==> src/balance_cfg.svh <==
// gains and thresholds are fixed at build time; values assume a 10-bit pitch error and 11-bit duty
`ifndef BALANCE_CFG_SVH
`define BALANCE_CFG_SVH

//////////////////////////////
// PID gains
//////////////////////////////

// proportional gain on the saturated pitch error
`define P_COEFF 14

// derivative gain on the saturated 7-bit error difference
`define D_COEFF 20

// integrator lsbs dropped to form the I term, leaves a 12-bit term
`define I_TERM_SHIFT 6

//////////////////////////////
// torque shaping
//////////////////////////////

`define LOW_TORQUE_BAND 70      // 5 * P_COEFF, below this the gain multiplier applies
`define GAIN_MULTIPLIER 15      // 1 + MIN_DUTY / LOW_TORQUE_BAND, keeps the curve continuous
`define MIN_DUTY        16'h03D4 // offset that stiffens the motor on large torques

// speed above which the rider gets the piezo warning
// a saturated speed of 0x7FF is always above it
`define OVR_SPD_LIMIT 11'h600

`endif

==> src/balance_pkg.sv <==
// control path types only; all widths are two's complement and sized for the fixed gains
package balance_pkg;

  //////////////////////////////
  // pitch side
  //////////////////////////////

  // raw pitch from the inertial sensor, full 16 bits signed
  typedef logic signed [15:0] ptch_t;

  // pitch error after saturation to 10 bits
  // range -512 .. +511, anything outside is clipped
  typedef logic signed [9:0] ptch_err_t;

  // error difference over two readings, clipped to -64 .. +63
  typedef logic signed [6:0] d_diff_t;

  //////////////////////////////
  // integrator and torque
  //////////////////////////////

  // integral accumulator
  // holds its value when the next sum would overflow
  typedef logic signed [17:0] integ_t;

  // PID correction and per motor torque
  // P tops out near 7154, I at +-2048, D at +-1280
  // plus the steering term this still fits in 16 bits
  typedef logic signed [15:0] torque_t;

endpackage

==> src/motor_pkg.sv <==
// drive path types only; speed is unsigned magnitude, direction travels as a separate rev bit
package motor_pkg;

  //////////////////////////////
  // drive side
  //////////////////////////////

  // left minus right load cell reading
  // divided by 8 before it steers the torques
  typedef logic signed [11:0] ld_diff_t;

  // motor speed (duty magnitude) for one wheel
  // saturates at 0x7FF, zero when not powered up
  typedef logic [10:0] spd_t;

endpackage

==> src/balance_cntrl.sv <==
// inputs to outputs are combinational; only the PID integrator and error history are clocked
`include "balance_cfg.svh"

module balance_cntrl
  import balance_pkg::*;
  import motor_pkg::*;
(
  input  logic     clk,
  input  logic     rst_n,         // async, active low
  input  logic     vld,           // new inertial reading strobe
  input  ptch_t    ptch,          // measured pitch
  input  ld_diff_t ld_cell_diff,  // left minus right load
  input  logic     rider_off,     // clears the integrator
  input  logic     en_steer,      // steering enabled
  input  logic     pwr_up,        // drive authorized
  output spd_t     lft_spd,
  output logic     lft_rev,
  output spd_t     rght_spd,
  output logic     rght_rev,
  output logic     ovr_spd
);

  torque_t pid_cntrl;   // balance correction into the drive path

  //////////////////////////////
  // PID
  //////////////////////////////

  pitch_pid u_pid (
    .clk       (clk),
    .rst_n     (rst_n),
    .vld       (vld),
    .ptch      (ptch),
    .rider_off (rider_off),
    .pwr_up    (pwr_up),
    .pid_cntrl (pid_cntrl)
  );

  //////////////////////////////
  // steering and motors
  //////////////////////////////

  motor_drive u_drive (
    .pid_cntrl    (pid_cntrl),
    .ld_cell_diff (ld_cell_diff),
    .en_steer     (en_steer),
    .pwr_up       (pwr_up),
    .lft_spd      (lft_spd),
    .rght_spd     (rght_spd),
    .lft_rev      (lft_rev),
    .rght_rev     (rght_rev),
    .ovr_spd      (ovr_spd)
  );

endmodule

==> src/motor_drive.sv <==
// steering uses ld_cell_diff / 8 rounded toward minus infinity; ovr_spd is strictly above limit
`include "balance_cfg.svh"

module motor_drive
  import balance_pkg::*;
  import motor_pkg::*;
(
  input  torque_t  pid_cntrl,     // balance correction
  input  ld_diff_t ld_cell_diff,  // left minus right load
  input  logic     en_steer,      // steering allowed
  input  logic     pwr_up,
  output spd_t     lft_spd,
  output spd_t     rght_spd,
  output logic     lft_rev,
  output logic     rght_rev,
  output logic     ovr_spd        // to the piezo warning
);

  torque_t steer;        // scaled load difference
  torque_t lft_torque;
  torque_t rght_torque;

  //////////////////////////////
  // steering mix
  //////////////////////////////

  assign steer = torque_t'(ld_cell_diff >>> 3);   // arithmetic shift, sign extended

  // more load on the left turns left: slow left, speed up right
  assign lft_torque  = en_steer ? (pid_cntrl - steer) : pid_cntrl;
  assign rght_torque = en_steer ? (pid_cntrl + steer) : pid_cntrl;

  //////////////////////////////
  // per motor shaping
  //////////////////////////////

  torque_shaper u_lft (
    .torque (lft_torque),
    .pwr_up (pwr_up),
    .spd    (lft_spd),
    .rev    (lft_rev)
  );

  torque_shaper u_rght (
    .torque (rght_torque),
    .pwr_up (pwr_up),
    .spd    (rght_spd),
    .rev    (rght_rev)
  );

  // either wheel too fast warns the rider
  assign ovr_spd = (lft_spd > `OVR_SPD_LIMIT) || (rght_spd > `OVR_SPD_LIMIT);

endmodule

==> src/pitch_pid.sv <==
// integrator and error history update only on a vld strobe; rider_off wins over vld
`include "balance_cfg.svh"

module pitch_pid
  import balance_pkg::*;
(
  input  logic    clk,
  input  logic    rst_n,
  input  logic    vld,        // one-cycle strobe, new inertial reading
  input  ptch_t   ptch,       // measured pitch
  input  logic    rider_off,  // no weight on the load cells
  input  logic    pwr_up,     // drive authorized
  output torque_t pid_cntrl   // P + I + D correction
);

  ptch_err_t         ptch_err;    // saturated pitch error
  torque_t           p_term;
  integ_t            integ;       // integral accumulator
  integ_t            err_ext;     // error sign extended to integrator width
  integ_t            integ_nxt;
  logic              integ_ovfl;
  torque_t           i_term;
  ptch_err_t         err_hist1;   // error from the last valid reading
  ptch_err_t         err_hist2;   // error from two valid readings ago
  logic signed [10:0] d_raw;      // one bit wider so the difference never wraps
  d_diff_t           d_sat;
  torque_t           d_term;

  //////////////////////////////
  // pitch error and P term
  //////////////////////////////

  always_comb begin
    if (ptch > 16'sd511)
      ptch_err = 10'sh1FF;          // clip to most positive
    else if (ptch < -16'sd512)
      ptch_err = 10'sh200;          // clip to most negative
    else
      ptch_err = ptch[9:0];
  end

  assign p_term = torque_t'(ptch_err * `P_COEFF); // max 14 * 511, fits easily

  //////////////////////////////
  // integrator
  //////////////////////////////

  assign err_ext   = integ_t'(ptch_err);          // signed cast, sign extends
  assign integ_nxt = integ + err_ext;

  // overflow only when both operands agree in sign and the sum does not
  assign integ_ovfl = (integ[17] == err_ext[17]) && (integ_nxt[17] != integ[17]);

  always_ff @(posedge clk or negedge rst_n) begin
    if (!rst_n)
      integ <= '0;
    else if (rider_off)
      integ <= '0;                  // rider stepped off, drop the windup
    else if (vld && !integ_ovfl)
      integ <= integ_nxt;           // freeze on overflow
  end

  // upper 12 bits only; held at zero until powered up so nothing lurches on enable
  assign i_term = pwr_up ? torque_t'(integ >>> `I_TERM_SHIFT) : '0;

  //////////////////////////////
  // derivative
  //////////////////////////////

  // two-deep history of the error, shifted per valid reading
  always_ff @(posedge clk or negedge rst_n) begin
    if (!rst_n) begin
      err_hist1 <= '0;
      err_hist2 <= '0;
    end else if (vld) begin
      err_hist1 <= ptch_err;
      err_hist2 <= err_hist1;
    end
  end

  assign d_raw = $signed({ptch_err[9], ptch_err}) - $signed({err_hist2[9], err_hist2});

  always_comb begin
    if (d_raw > 11'sd63)
      d_sat = 7'sh3F;
    else if (d_raw < -11'sd64)
      d_sat = 7'sh40;
    else
      d_sat = d_raw[6:0];
  end

  assign d_term = torque_t'(d_sat * `D_COEFF);    // -1280 .. +1260

  // all three terms are sign extended to 16 bits, no overflow possible
  assign pid_cntrl = p_term + i_term + d_term;

  //////////////////////////////
  // checks
  //////////////////////////////

  // without a strobe or a clear the accumulator must hold
  a_integ_hold: assert property (@(posedge clk) disable iff (!rst_n)
    (!vld && !rider_off) |=> $stable(integ));

  // clear lands on the very next edge whatever vld does
  a_integ_clear: assert property (@(posedge clk) disable iff (!rst_n)
    rider_off |=> (integ == '0));

endmodule

==> src/torque_shaper.sv <==
// purely combinational; rev follows the shaped sign even when pwr_up is low
`include "balance_cfg.svh"

module torque_shaper
  import balance_pkg::*;
  import motor_pkg::*;
(
  input  torque_t torque,   // signed torque for one motor
  input  logic    pwr_up,   // zero speed when low
  output spd_t    spd,      // duty magnitude, saturated
  output logic    rev       // 1 runs the motor in reverse
);

  logic [15:0] torque_abs;   // magnitude for the band compare
  torque_t     torque_gain;  // small torque path
  torque_t     torque_ofst;  // large torque path
  torque_t     shaped;
  logic [15:0] shaped_abs;

  //////////////////////////////
  // shaping curve
  //////////////////////////////

  assign torque_abs = torque[15] ? -torque : torque;

  // below the band, steep gain so small corrections still move the wheel
  assign torque_gain = torque_t'(torque * `GAIN_MULTIPLIER);

  // above the band, push away from zero by the minimum duty
  always_comb begin
    if (torque[15])
      torque_ofst = torque_t'(torque - `MIN_DUTY);
    else
      torque_ofst = torque_t'(torque + `MIN_DUTY);
  end

  assign shaped = (torque_abs >= `LOW_TORQUE_BAND) ? torque_ofst : torque_gain;

  //////////////////////////////
  // direction and speed
  //////////////////////////////

  assign rev        = shaped[15];                     // sign of the duty
  assign shaped_abs = shaped[15] ? -shaped : shaped;

  always_comb begin
    if (!pwr_up)
      spd = '0;                      // not authorized, motor stays still
    else if (|shaped_abs[15:11])
      spd = '1;                      // saturate to 0x7FF
    else
      spd = shaped_abs[10:0];
  end

  // no duty may leak out before the rider is authorized
  always_comb begin
    a_spd_off: assert final (pwr_up || (spd == '0));
  end

endmodule
==> config.mk <==
export PLATFORM = sky130hd
export DESIGN_NAME = balance_cntrl
export DESIGN_NICKNAME = d
export VERILOG_FILES = /design/src/balance_pkg.sv /design/src/motor_pkg.sv /design/src/balance_cntrl.sv /design/src/motor_drive.sv /design/src/pitch_pid.sv /design/src/torque_shaper.sv
export VERILOG_INCLUDE_DIRS = /design/src
export SDC_FILE = /design/constraint.sdc
export NUM_CORES = 1
export LEC_CHECK = 0
export BUFFER_PORTS_ARGS = -buffer_cell sky130_fd_sc_hd__buf_2
export CAP_MARGIN = 25
export CORE_MARGIN = 1
export CORE_UTILIZATION = 65
export CTS_BUF_LIST = sky130_fd_sc_hd__clkbuf_8
export DETAILED_ROUTE_END_ITERATION = 7
export PLACE_DENSITY = 0.83
export SETUP_SLACK_MARGIN = 0.4
export SYNTH_ARGS = -nofsm -noshare
export SYNTH_HDL_FRONTEND = slang
export SYNTH_SLANG_ARGS = --single-unit
==> constraint.sdc <==
create_clock -name clk -period 13.5 [get_ports clk]
set_input_delay 0 -clock clk [delete_from_list [all_inputs] [get_ports clk]]
set_output_delay 0 -clock clk [all_outputs]
set_load 0.03 [all_outputs]
==> flow_summary.yaml, run 1 <==
timing:
  period_share_pct: 93.2
  clock_skew_ps: 7.11
  slew_headroom_pct: 36.3
  fmax_mhz: 79.5
  holdWs_ps: 132
  setup-tns-final_ps: 0
  hold_violations: 0
  grt_setup_unrepaired: "no"
  period_needed_ps: 12580
  maxSlewViolCount: 0
  setup_viol: 0
  worstMarginPinSlew_ps: 956
floorplan:
  dieHeight_um: 146
  start_util_pct: 66.3
  core_mm2: 0.0202
  die_x_um: 146
  rows: 52
  die_area_mm2: 0.0212
  io_pins: 59
yosys:
  yosys.area.top_type_share_pct: 18.6
  synth_top_family_by_area: "adder cells"
  synth_area_mm2: 0.0134
  synth-compound-area-share_pct: 22.5
  synth_xor_area_share_pct: 9.60
  synth_nets: 2028
  synth_seq_cells: 38
  synthSimpleGateAreaFrac_pct: 18.9
  synth_fa_ha_area_share_pct: 30.3
  yosysMostFrequentCell: "inv_1"
  muxShareOfSynthArea_pct: 3.61
  syn-instance-count: 1718
  synth_top_cell_by_area: "ha_1"
  async_reset_ff_share_pct: 100
  ys_top_cells_by_area: "ha_1 (19%), fa_1 (11%), dfrtp_1 (7.1%)"
  avgSynthCellArea_um2: 7.81
  ys.flop_type: "dfrtp_1"
  synth_edf_count: 0
  seq_area_frac_synth_pct: 7.09
  yosys_warnings: 0
  synth_cell_types: 90
  ys_top_cells_by_count: "inv_1 (216), ha_1 (199), nand2_1 (121)"
worst_hold_path:
  hold_path.class: "in2reg"
clock_network:
  path_clk_slew_ps: 80
  worst_skew_pair.late_latency_ps: 290
  cts_made_buffers: 5
  clockRootBuffer: "clkbuf_8"
  cts_tree: "yes"
  cts.sink_count: 38
  h-tree-depth: 2
  cts.path.max_buffers: 2
worst_setup_path:
  cp_max_fo: 9
  r2r_start: "u_pid.integ[1]$_DFFE_PN0P_"
  critPathRequiredTime_ps: 13500
  rrSetupSlack_ps: 9110
  cpPeakStageDelay_ps: 600
  critPathCaptureType: "primary output"
  cp.arrival_ps: 12580
  slowest_stage: "or4_4"
  setup.worst_path.start: "ptch[14]"
  crit_top_cell: "a21oi_1"
  path_class: "in2out"
  critPathCapture: "ovr_spd"
  reg2regPathDepth: 17
  r2r-end: "u_pid.integ[6]$_DFFE_PN0P_"
  cp-start-kind: "primary input"
detailed_routing:
  ant_nets: 0
  wirelength_mm: 33.5
  dr.pass1.iters: 5
  vias_per_cell: 6.17
  drc: 0
  vias: 12500
  routedWlPerCell_um: 16.5
  dr.first_iter.drc_count: 706
layout:
  nNetsFinal: 2071
  final_area_mm2: 0.0145
  nFillCells: 1610
  area_growth_pct: 7.79
  drive_gt1_share_pct: 11.2
global_routing:
  grtUsageTotal_pct: 30.6
  grt_start_max_net_pins: 64
  grt_pass1_wl_mm: 54.8
  overflow: 0
  antenna_found_initial: 1
  first_global_vias: 11900
flow_run:
  cap_violations: 0
outcome:
  status: "finished, final reports clean"
placed_design:
  gp_congestion: 0.906
  io_buffers: 55
  post-dp-hpwl_mm: 26.9
  placedInstanceArea_mm2: 0.0140
placed cells by master (no fill, tap or decap), types with 23 or more instances in the layout:
master,Yosys,routed
inv_1,216,216
nor3_1,49,47
nand2_1,121,119
dfrtp_1,38,38
xnor2_1,91,88
mux2i_1,27,23
a21o_1,36,35
xor2_1,49,47
o21ai_0,67,63
nand3_1,47,45
a21oi_1,110,105
nor2_1,107,106
o21a_1,50,49
or3_1,24,24
buf_2,13,55
fa_1,77,77
ha_1,199,191
buf_4,2,33
per-layer routing:
metal | vias up | track usage, % | routed length (um)
met5 | - | 0 | 0
met4 | 0 | 11.7 | 1270
met3 | 79 | 1.32 | 1100
met2 | 341 | 55.3 | 16700
met1 | 5983 | 38.7 | 14500
li1 | 6142 | - | -
how the worst min path moves through the flow:
| stage | from | to | slack, ps | cells after the start |
|---|---|---|---|---|
| after global placement | rst_n | u_pid.err_hist1[3]$_DFFE_PN0P_ | 150 | 1 |
| after CTS | rider_off | u_pid.integ[15]$_DFFE_PN0P_ | 130 | 2 |
| after detailed placement | rst_n | u_pid.err_hist1[4]$_DFFE_PN0P_ | 160 | 1 |
| after floorplan | rst_n | u_pid.err_hist1[0]$_DFFE_PN0P_ | -300 | 0 |
| final | rider_off | u_pid.integ[15]$_DFFE_PN0P_ | 130 | 2 |
| after global routing | rider_off | u_pid.integ[7]$_DFFE_PN0P_ | 140 | 2 |
sequential cells by signal, indices dropped and copies added, names as in the netlist:
register and count:
u_pid.integ 18, u_pid.err_hist2 10, u_pid.err_hist1 10
critical path, delay by kind of cell:
kind / cells / cell delay [ps]
AO/OA/AOI/OAI: 27 / 5540
adder cells (fa/ha/maj): 9 / 3140
AND/OR/NAND/NOR: 9 / 2210
multiplexers: 3 / 670
buffers and inverters: 6 / 670
XOR/XNOR: 2 / 320
per-stage QoR:
stage	cells	worst slack, ps	util [%]
CTS	2025	406	69.7
finish	2033	923	71.4
global route	2033	291	71.4
detailed placement	2015	97.3	69.0
floorplan	1718	765	-
global placement	2015	431	69.0
cell type report:
type | count | area [um2] | area share [%]
Sequential cell | 38 | 951 | 6.58
Tap cell | 270 | 338 | 2.34
Clock buffer | 5 | 68.8 | 0.476
Multi-Input combinational cell | 1408 | 11700 | 80.9
Clock inverter | 3 | 45.0 | 0.312
Inverter | 218 | 818 | 5.66
Antenna cell | 1 | 2.50 | 0.0173
Timing Repair Buffer | 90 | 544 | 3.76
repair_timing:
item / 4_1_cts / 5_1_grt
hold buffers: 1 / 0
resized for setup: 3 / 56
endpoints found under the setup margin: 23 / 24
endpoints found under the hold margin: 38 / 0
setup buffers: 1 / 7
pin swaps: 0 / 6
kinds of logic after synthesis:
group / Yosys count
AOI/OAI and AO/OA: 439
xor gates and xnor gates: 143
adders and majority gates: 279
buffers and inverters: 272
DFF: 38
muxes: 46
and+or+nand+nor: 501
Power of run 1 is not shown: default switching activity piles up to over one toggle a cycle in this logic, so the estimate is an artifact.
==> inputs of run 2 (changes only) <==
Settings changed: CORE_MARGIN 1 to 5.
Clock period 13.5 ns to 11.69 ns, I/O delays scaled along.
==> flow_summary.yaml, run 2 (synthesis results as in run 1) <==
outcome:
  status: "finished with violations"
  violations: "negative setup slack"
detailed_routing:
  ant_nets: 0
  vias: 14100
  wl_met1_mm: 16.4
  dr.first_iter.drc_count: 1373
  wirelength_mm: 43.8
  top_layer_used: "met5"
  vias_per_cell: 6.42
  drc: 0
  dr.pass1.iters: 6
  routedWlPerCell_um: 19.9
  wl_met3_mm: 2.77
  route.met2.wl_mm: 21.5
global_routing:
  grt_pass1_wl_mm: 64.0
  antenna_found_initial: 1
  grt_start_max_net_pins: 64
  grtUsageTotal_pct: 32.0
  overflow: 0
  first_global_vias: 13700
placed_design:
  gp_congestion: 0.905
  post-dp-hpwl_mm: 29.3
  io_buffers: 55
timing:
  slew_headroom_pct: 34.1
  period_needed_ps: 12510
  fmax_mhz: 80.0
  fin_ws_ps: -818
  clock_skew_ps: 5.79
  period_share_pct: 107
  hold_violations: 0
  setup-tns-final_ps: -15370
  holdWs_ps: 132
  grt_setup_unrepaired: "yes"
  maxSlewViolCount: 0
  setup_viol: 23
  worstMarginPinSlew_ps: 988
worst_setup_path:
  critPathCaptureType: "primary output"
  cp.arrival_ps: 12510
  cp_max_fo: 7
  cpPeakStageDelay_ps: 580
  slowest_stage: "or4_4"
  reg2regPathDepth: 17
  critPathRequiredTime_ps: 11690
  crit_top_cell: "buf_4"
  cp-start-kind: "primary input"
  path_class: "in2out"
floorplan:
  die_area_mm2: 0.0236
  dieHeight_um: 154
  io_pins: 59
  rows: 52
  start_util_pct: 66.1
  die_x_um: 154
  core_mm2: 0.0203
worst_hold_path:
  hold_path.class: "in2reg"
  min_path_cells: 2
clock_network:
  cts.sink_count: 38
  cts_tree: "yes"
  cts_made_buffers: 5
  h-tree-depth: 2
  cts.path.max_buffers: 2
  clockRootBuffer: "clkbuf_8"
  worst_skew_pair.late_latency_ps: 300
  path_clk_slew_ps: 80
layout:
  nFillCells: 1208
  layout_common_cells: "inv_1 (206), buf_4 (186), ha_1 (171)"
  diodes: 0
  drive_gt1_share_pct: 25.2
  ff_latch_area_um2: 951
  area_growth_pct: 25.6
  final_common_cell: "inv_1"
  largest_register_ff_count: 18
  reg_top3: "u_pid.integ x18, u_pid.err_hist1 x10, u_pid.err_hist2 x10"
  multi_input_area_mm2: 0.0126
  nNetsFinal: 2240
  regMostFlops: "u_pid.integ"
flow_run:
  cap_violations: 0
[run 2: cell types whose count changed in the layout (fill, tap and decap cells not counted), moves of 9 or more]
cell	delta
inv_2	+10
buf_4	+153
inv_1	-10
ha_4	+20
a21oi_2	+9
ha_1	-20
a21oi_1	-14
o21ai_0	-10
o21a_4	+11
buf_6	+39
buf_2	-25
o21a_1	-10
[run 2: layout make-up]
type                            count  area share, %
Clock buffer                        5          0.409
Clock inverter                      3          0.267
Inverter                          218           4.86
Multi-Input combinational cell   1408           74.7
Sequential cell                    38           5.65
Tap cell                          270           2.01
Timing Repair Buffer              259           12.1
[run 2: worst paths after layout]
| check | startpoint | slack, ps | endpoint |
|---|---|---|---|
| max | ptch[11] | -820 | ovr_spd |
| min | rider_off | 130 | u_pid.integ[12]$_DFFE_PN0P_ |
| max reg2reg | u_pid.integ[1]$_DFFE_PN0P_ | 7230 | u_pid.integ[4]$_DFFE_PN0P_ |
| min reg2reg | u_pid.err_hist1[2]$_DFFE_PN0P_ | 490 | u_pid.err_hist2[2]$_DFFE_PN0P_ |
| max in group asynchronous | rst_n | 10820 | u_pid.integ[17]$_DFFE_PN0P_ |
| min in group asynchronous | rst_n | 340 | u_pid.integ[13]$_DFFE_PN0P_ |
[run 2: metal layers]
metal,GRT usage [%],vias up
met5,0,-
met4,17.2,2
met3,3.18,222
met2,57.6,753
met1,37.2,6678
li1,-,6483
[run 2: timing repair]
action,in CTS,in global routing
endpoints found under the setup margin,23,25
endpoints found under the hold margin,38,0
buffers inserted,35,30
pin swaps,92,101
hold buffers,1,0
gates resized for setup,124,125
[run 2: per-stage QoR]
stage	setup slack, ps	std cells	area [um2]	utilization [%]
final	-818	2201	16800	83.0
after global routing	-1250	2201	16800	83.0
after CTS	-18.5	2171	16100	79.2
after detailed placement	-314	2127	15100	74.4
after global placement	46.0	2127	15100	74.4
after floorplan	360	1718	13700	-
[run 2: worst max-delay path, delay by kind of cell]
kind	cells	cell delay, ps
adder cells (fa/ha/maj)	10	3310
AO/OA/AOI/OAI	20	4310
XOR/XNOR	6	1040
AND/OR/NAND/NOR	12	2220
buffers and inverters	12	1190
multiplexers	2	440
Power of run 2 is left out for the same reason.
==> inputs of run 3 (changes only) <==
Settings changed: CORE_ASPECT_RATIO from default to 2, CORE_UTILIZATION 65 to 60, PLACE_DENSITY 0.83 to 0.81.
Clock period 11.69 ns to 10.55 ns, I/O delays scaled along.
==> flow_summary.yaml, run 3 <==
global_routing:
  grtUsageTotal_pct: 51.5
  grt_start_max_net_pins: 64
  overflow: 1
yosys:
  syn-instance-count: 1718
  synth_top_cell_by_area: "ha_1"
  ys_top_cells_by_area: "ha_1 (19%), fa_1 (11%), dfrtp_1 (7.1%)"
  async_reset_ff_share_pct: 100
  yosysMostFrequentCell: "inv_1"
  seq_area_frac_synth_pct: 7.09
  ys.flop_type: "dfrtp_1"
  yosys_warnings: 0
  synth_edf_count: 0
  synth_seq_cells: 38
  synth_area_mm2: 0.0134
  avgSynthCellArea_um2: 7.81
  ys_top_cells_by_count: "inv_1 (216), ha_1 (199), nand2_1 (121)"
  synth_nets: 2028
  yosys.area.top_type_share_pct: 18.6
  synth_cell_types: 90
outcome:
  haltStage: "global routing (5_1_grt)"
  toolErrorMsg: "[ERROR GRT-0232] Routing congestion too high. Check the congestion heatmap in the GUI."
  status: "stopped before the end"
clock_network:
  cts.sink_count: 38
  cts_made_buffers: 5
  h-tree-depth: 2
  cts.path.max_buffers: 2
  clockRootBuffer: "clkbuf_8"
placed_design:
  placedInstanceArea_mm2: 0.0176
  io_buffers: 55
  post-dp-hpwl_mm: 38.5
  gp_congestion: 0.975
floorplan:
  rows: 77
  die_x_um: 116
  io_pins: 59
  start_util_pct: 60.8
  dieHeight_um: 221
timing:
  worst_path_end_type: "output port"
  crit_endpoint: "ovr_spd"
## run 3: metrics by stage
stage          cells  setup WS (ps)
4_1_cts         2470          -1250
3_5_place_dp    2442          -1680
3_3_place_gp    2442          -1260
2_1_floorplan   1718           -765
## run 3: per-layer routing
layer | global-route usage [%] | overflow
met1 | 46.1 | 0
met2 | 78.8 | 0
met3 | 25.1 | 0
met4 | 53.9 | 1
met5 | 3.43 | 0
## run 3: cells by family after synthesis
family | after synthesis | synth area share, %
simple gates | 501 | 18.9
compound gates | 439 | 22.5
fa+ha+maj | 279 | 30.3
buf+inv | 272 | 7.96
xor+xnor | 143 | 9.60
mux | 46 | 3.61
flops | 38 | 7.09
## run 3: timing repair
item / 4_1_cts
resized for setup: 135
setup endpoints to repair: 25
hold buffers: 1
setup buffers: 19
endpoints found under the hold margin: 38
pin swaps: 51
==> inputs of run 4 (changes only) <==
Settings changed: CORE_ASPECT_RATIO 2 to default, CORE_UTILIZATION 60 to 40, CTS_BUF_LIST sky130_fd_sc_hd__clkbuf_8 to default, PLACE_DENSITY 0.81 to default, PLACE_DENSITY_LB_ADDON from default to 0.15, SETUP_SLACK_MARGIN 0.4 to default.
Clock period 10.55 ns to 13.7 ns, I/O delays scaled along.
==> flow_summary.yaml, run 4 (synthesis results as in run 1) <==
outcome:
  status: "finished, final reports clean"
clock_network:
  cts.path.max_buffers: 2
  h-tree-depth: 2
  cts_made_buffers: 5
  worst_skew_pair.late_latency_ps: 280
  cts_tree: "yes"
  clockRootBuffer: "clkbuf_16"
  cts.sink_count: 38
  path_clk_slew_ps: 60
timing:
  setup-tns-final_ps: 0
  maxSlewViolCount: 0
  fmax_mhz: 77.9
  grt_setup_unrepaired: "no"
  slew_headroom_pct: 40.0
  worstMarginPinSlew_ps: 896
  clock_skew_ps: 4.71
  hold_violations: 0
  period_share_pct: 93.7
  period_needed_ps: 12840
  setup_viol: 0
worst_setup_path:
  cpPeakStageDelay_ps: 630
  path_class: "in2out"
  crit_top_cell: "ha_1"
  critPathCaptureType: "primary output"
  critPathRequiredTime_ps: 13700
  cp.arrival_ps: 12840
  cp_max_fo: 12
  r2r-end: "u_pid.integ[6]$_DFFE_PN0P_"
  cp-start-kind: "primary input"
  r2r_start: "u_pid.integ[1]$_DFFE_PN0P_"
  rrSetupSlack_ps: 9280
  reg2regPathDepth: 17
  slowest_stage: "or4_4"
worst_hold_path:
  min_path_cells: 2
  hold-path-endpoint: "u_pid.integ[11]$_DFFE_PN0P_"
  hold_path.class: "in2reg"
  holdCritStartpoint: "rider_off"
layout:
  final_common_cell: "inv_1"
  nNetsFinal: 2080
  drive_gt1_share_pct: 10.3
  reg_top3: "u_pid.integ x18, u_pid.err_hist1 x10, u_pid.err_hist2 x10"
  area_growth_pct: 8.68
  largest_register_ff_count: 18
  nFillCells: 3435
  finalNonFillerCells: 2217
  layout_common_cells: "inv_1 (216), ha_1 (194), nand2_1 (120)"
  regMostFlops: "u_pid.integ"
  diodes: 0
floorplan:
  core_mm2: 0.0333
  die_x_um: 193
  die_area_mm2: 0.0373
  dieHeight_um: 193
  start_util_pct: 40.3
  io_pins: 59
  rows: 67
placed_design:
  post-place-cells: 2203
  gp_congestion: 0.850
  post-dp-hpwl_mm: 28.9
  io_buffers: 55
flow_run:
  cap_violations: 0
detailed_routing:
  vias: 12000
  routedWlPerCell_um: 15.5
  dr.pass1.iters: 7
  wirelength_mm: 34.4
  dr.first_iter.drc_count: 483
  drc: 0
  ant_nets: 0
  vias_per_cell: 5.43
global_routing:
  grt_start_max_net_pins: 64
  grtUsageTotal_pct: 18.3
  grt_pass1_wl_mm: 57.1
  overflow: 0
  antenna_found_initial: 4
  first_global_vias: 11700
-- run 4: per-stage QoR --
step	hold WS [ps]	setup WS, ps	area [um2]	util, %
after floorplan	-296	965	13400	-
after global placement	165	541	14300	42.9
after detailed placement	164	187	14300	42.9
after CTS	157	180	14400	43.3
after global routing	170	38.0	14600	43.8
final	156	856	14600	43.8
-- run 4: area by class of cell --
| type | count | area [um2] | share of cell area, % |
|---|---|---|---|
| repair buffers | 99 | 608 | 4.17 |
| multi-input cells | 1408 | 11500 | 78.9 |
| flip-flops and latches | 38 | 951 | 6.52 |
| inverters | 218 | 818 | 5.61 |
| well taps | 448 | 561 | 3.85 |
| clock buffers | 6 | 139 | 0.953 |
-- run 4: metal layers --
metal  global-route usage (%)  vias up  share of wire [%]
li1                         -     6154                  -
met1                     24.6     5673                 48
met3                     1.30       45                2.6
met4                     4.87        8                2.9
met2                     31.8      169                 46
met5                        0        -               0.20
-- run 4: how the worst max path moves through the flow --
stage	from	slack (ps)	to
after floorplan	ptch[15]	960	ovr_spd
after global placement	ptch[15]	540	ovr_spd
after detailed placement	ptch[15]	190	ovr_spd
after CTS	ptch[15]	180	ovr_spd
after global routing	ptch[14]	40	ovr_spd
final	ptch[14]	860	ovr_spd
-- run 4: worst max-delay path, delay by kind of cell --
family                   cells  cell delay, ps
AO/OA/AOI/OAI               26            5690
XOR/XNOR                     2             310
adder cells (fa/ha/maj)      9            3210
buffers and inverters        7             830
multiplexers                 3             650
AND/OR/NAND/NOR             10            2120
-- run 4: repair_timing --
| action | CTS | global route |
|---|---|---|
| endpoints found under the setup margin | 0 | 23 |
| resized for setup | 0 | 28 |
| hold buffers | 1 | 0 |
| buffers inserted | 0 | 7 |
| endpoints found under the hold margin | 38 | 0 |
Power of run 4 is left out for the same reason.
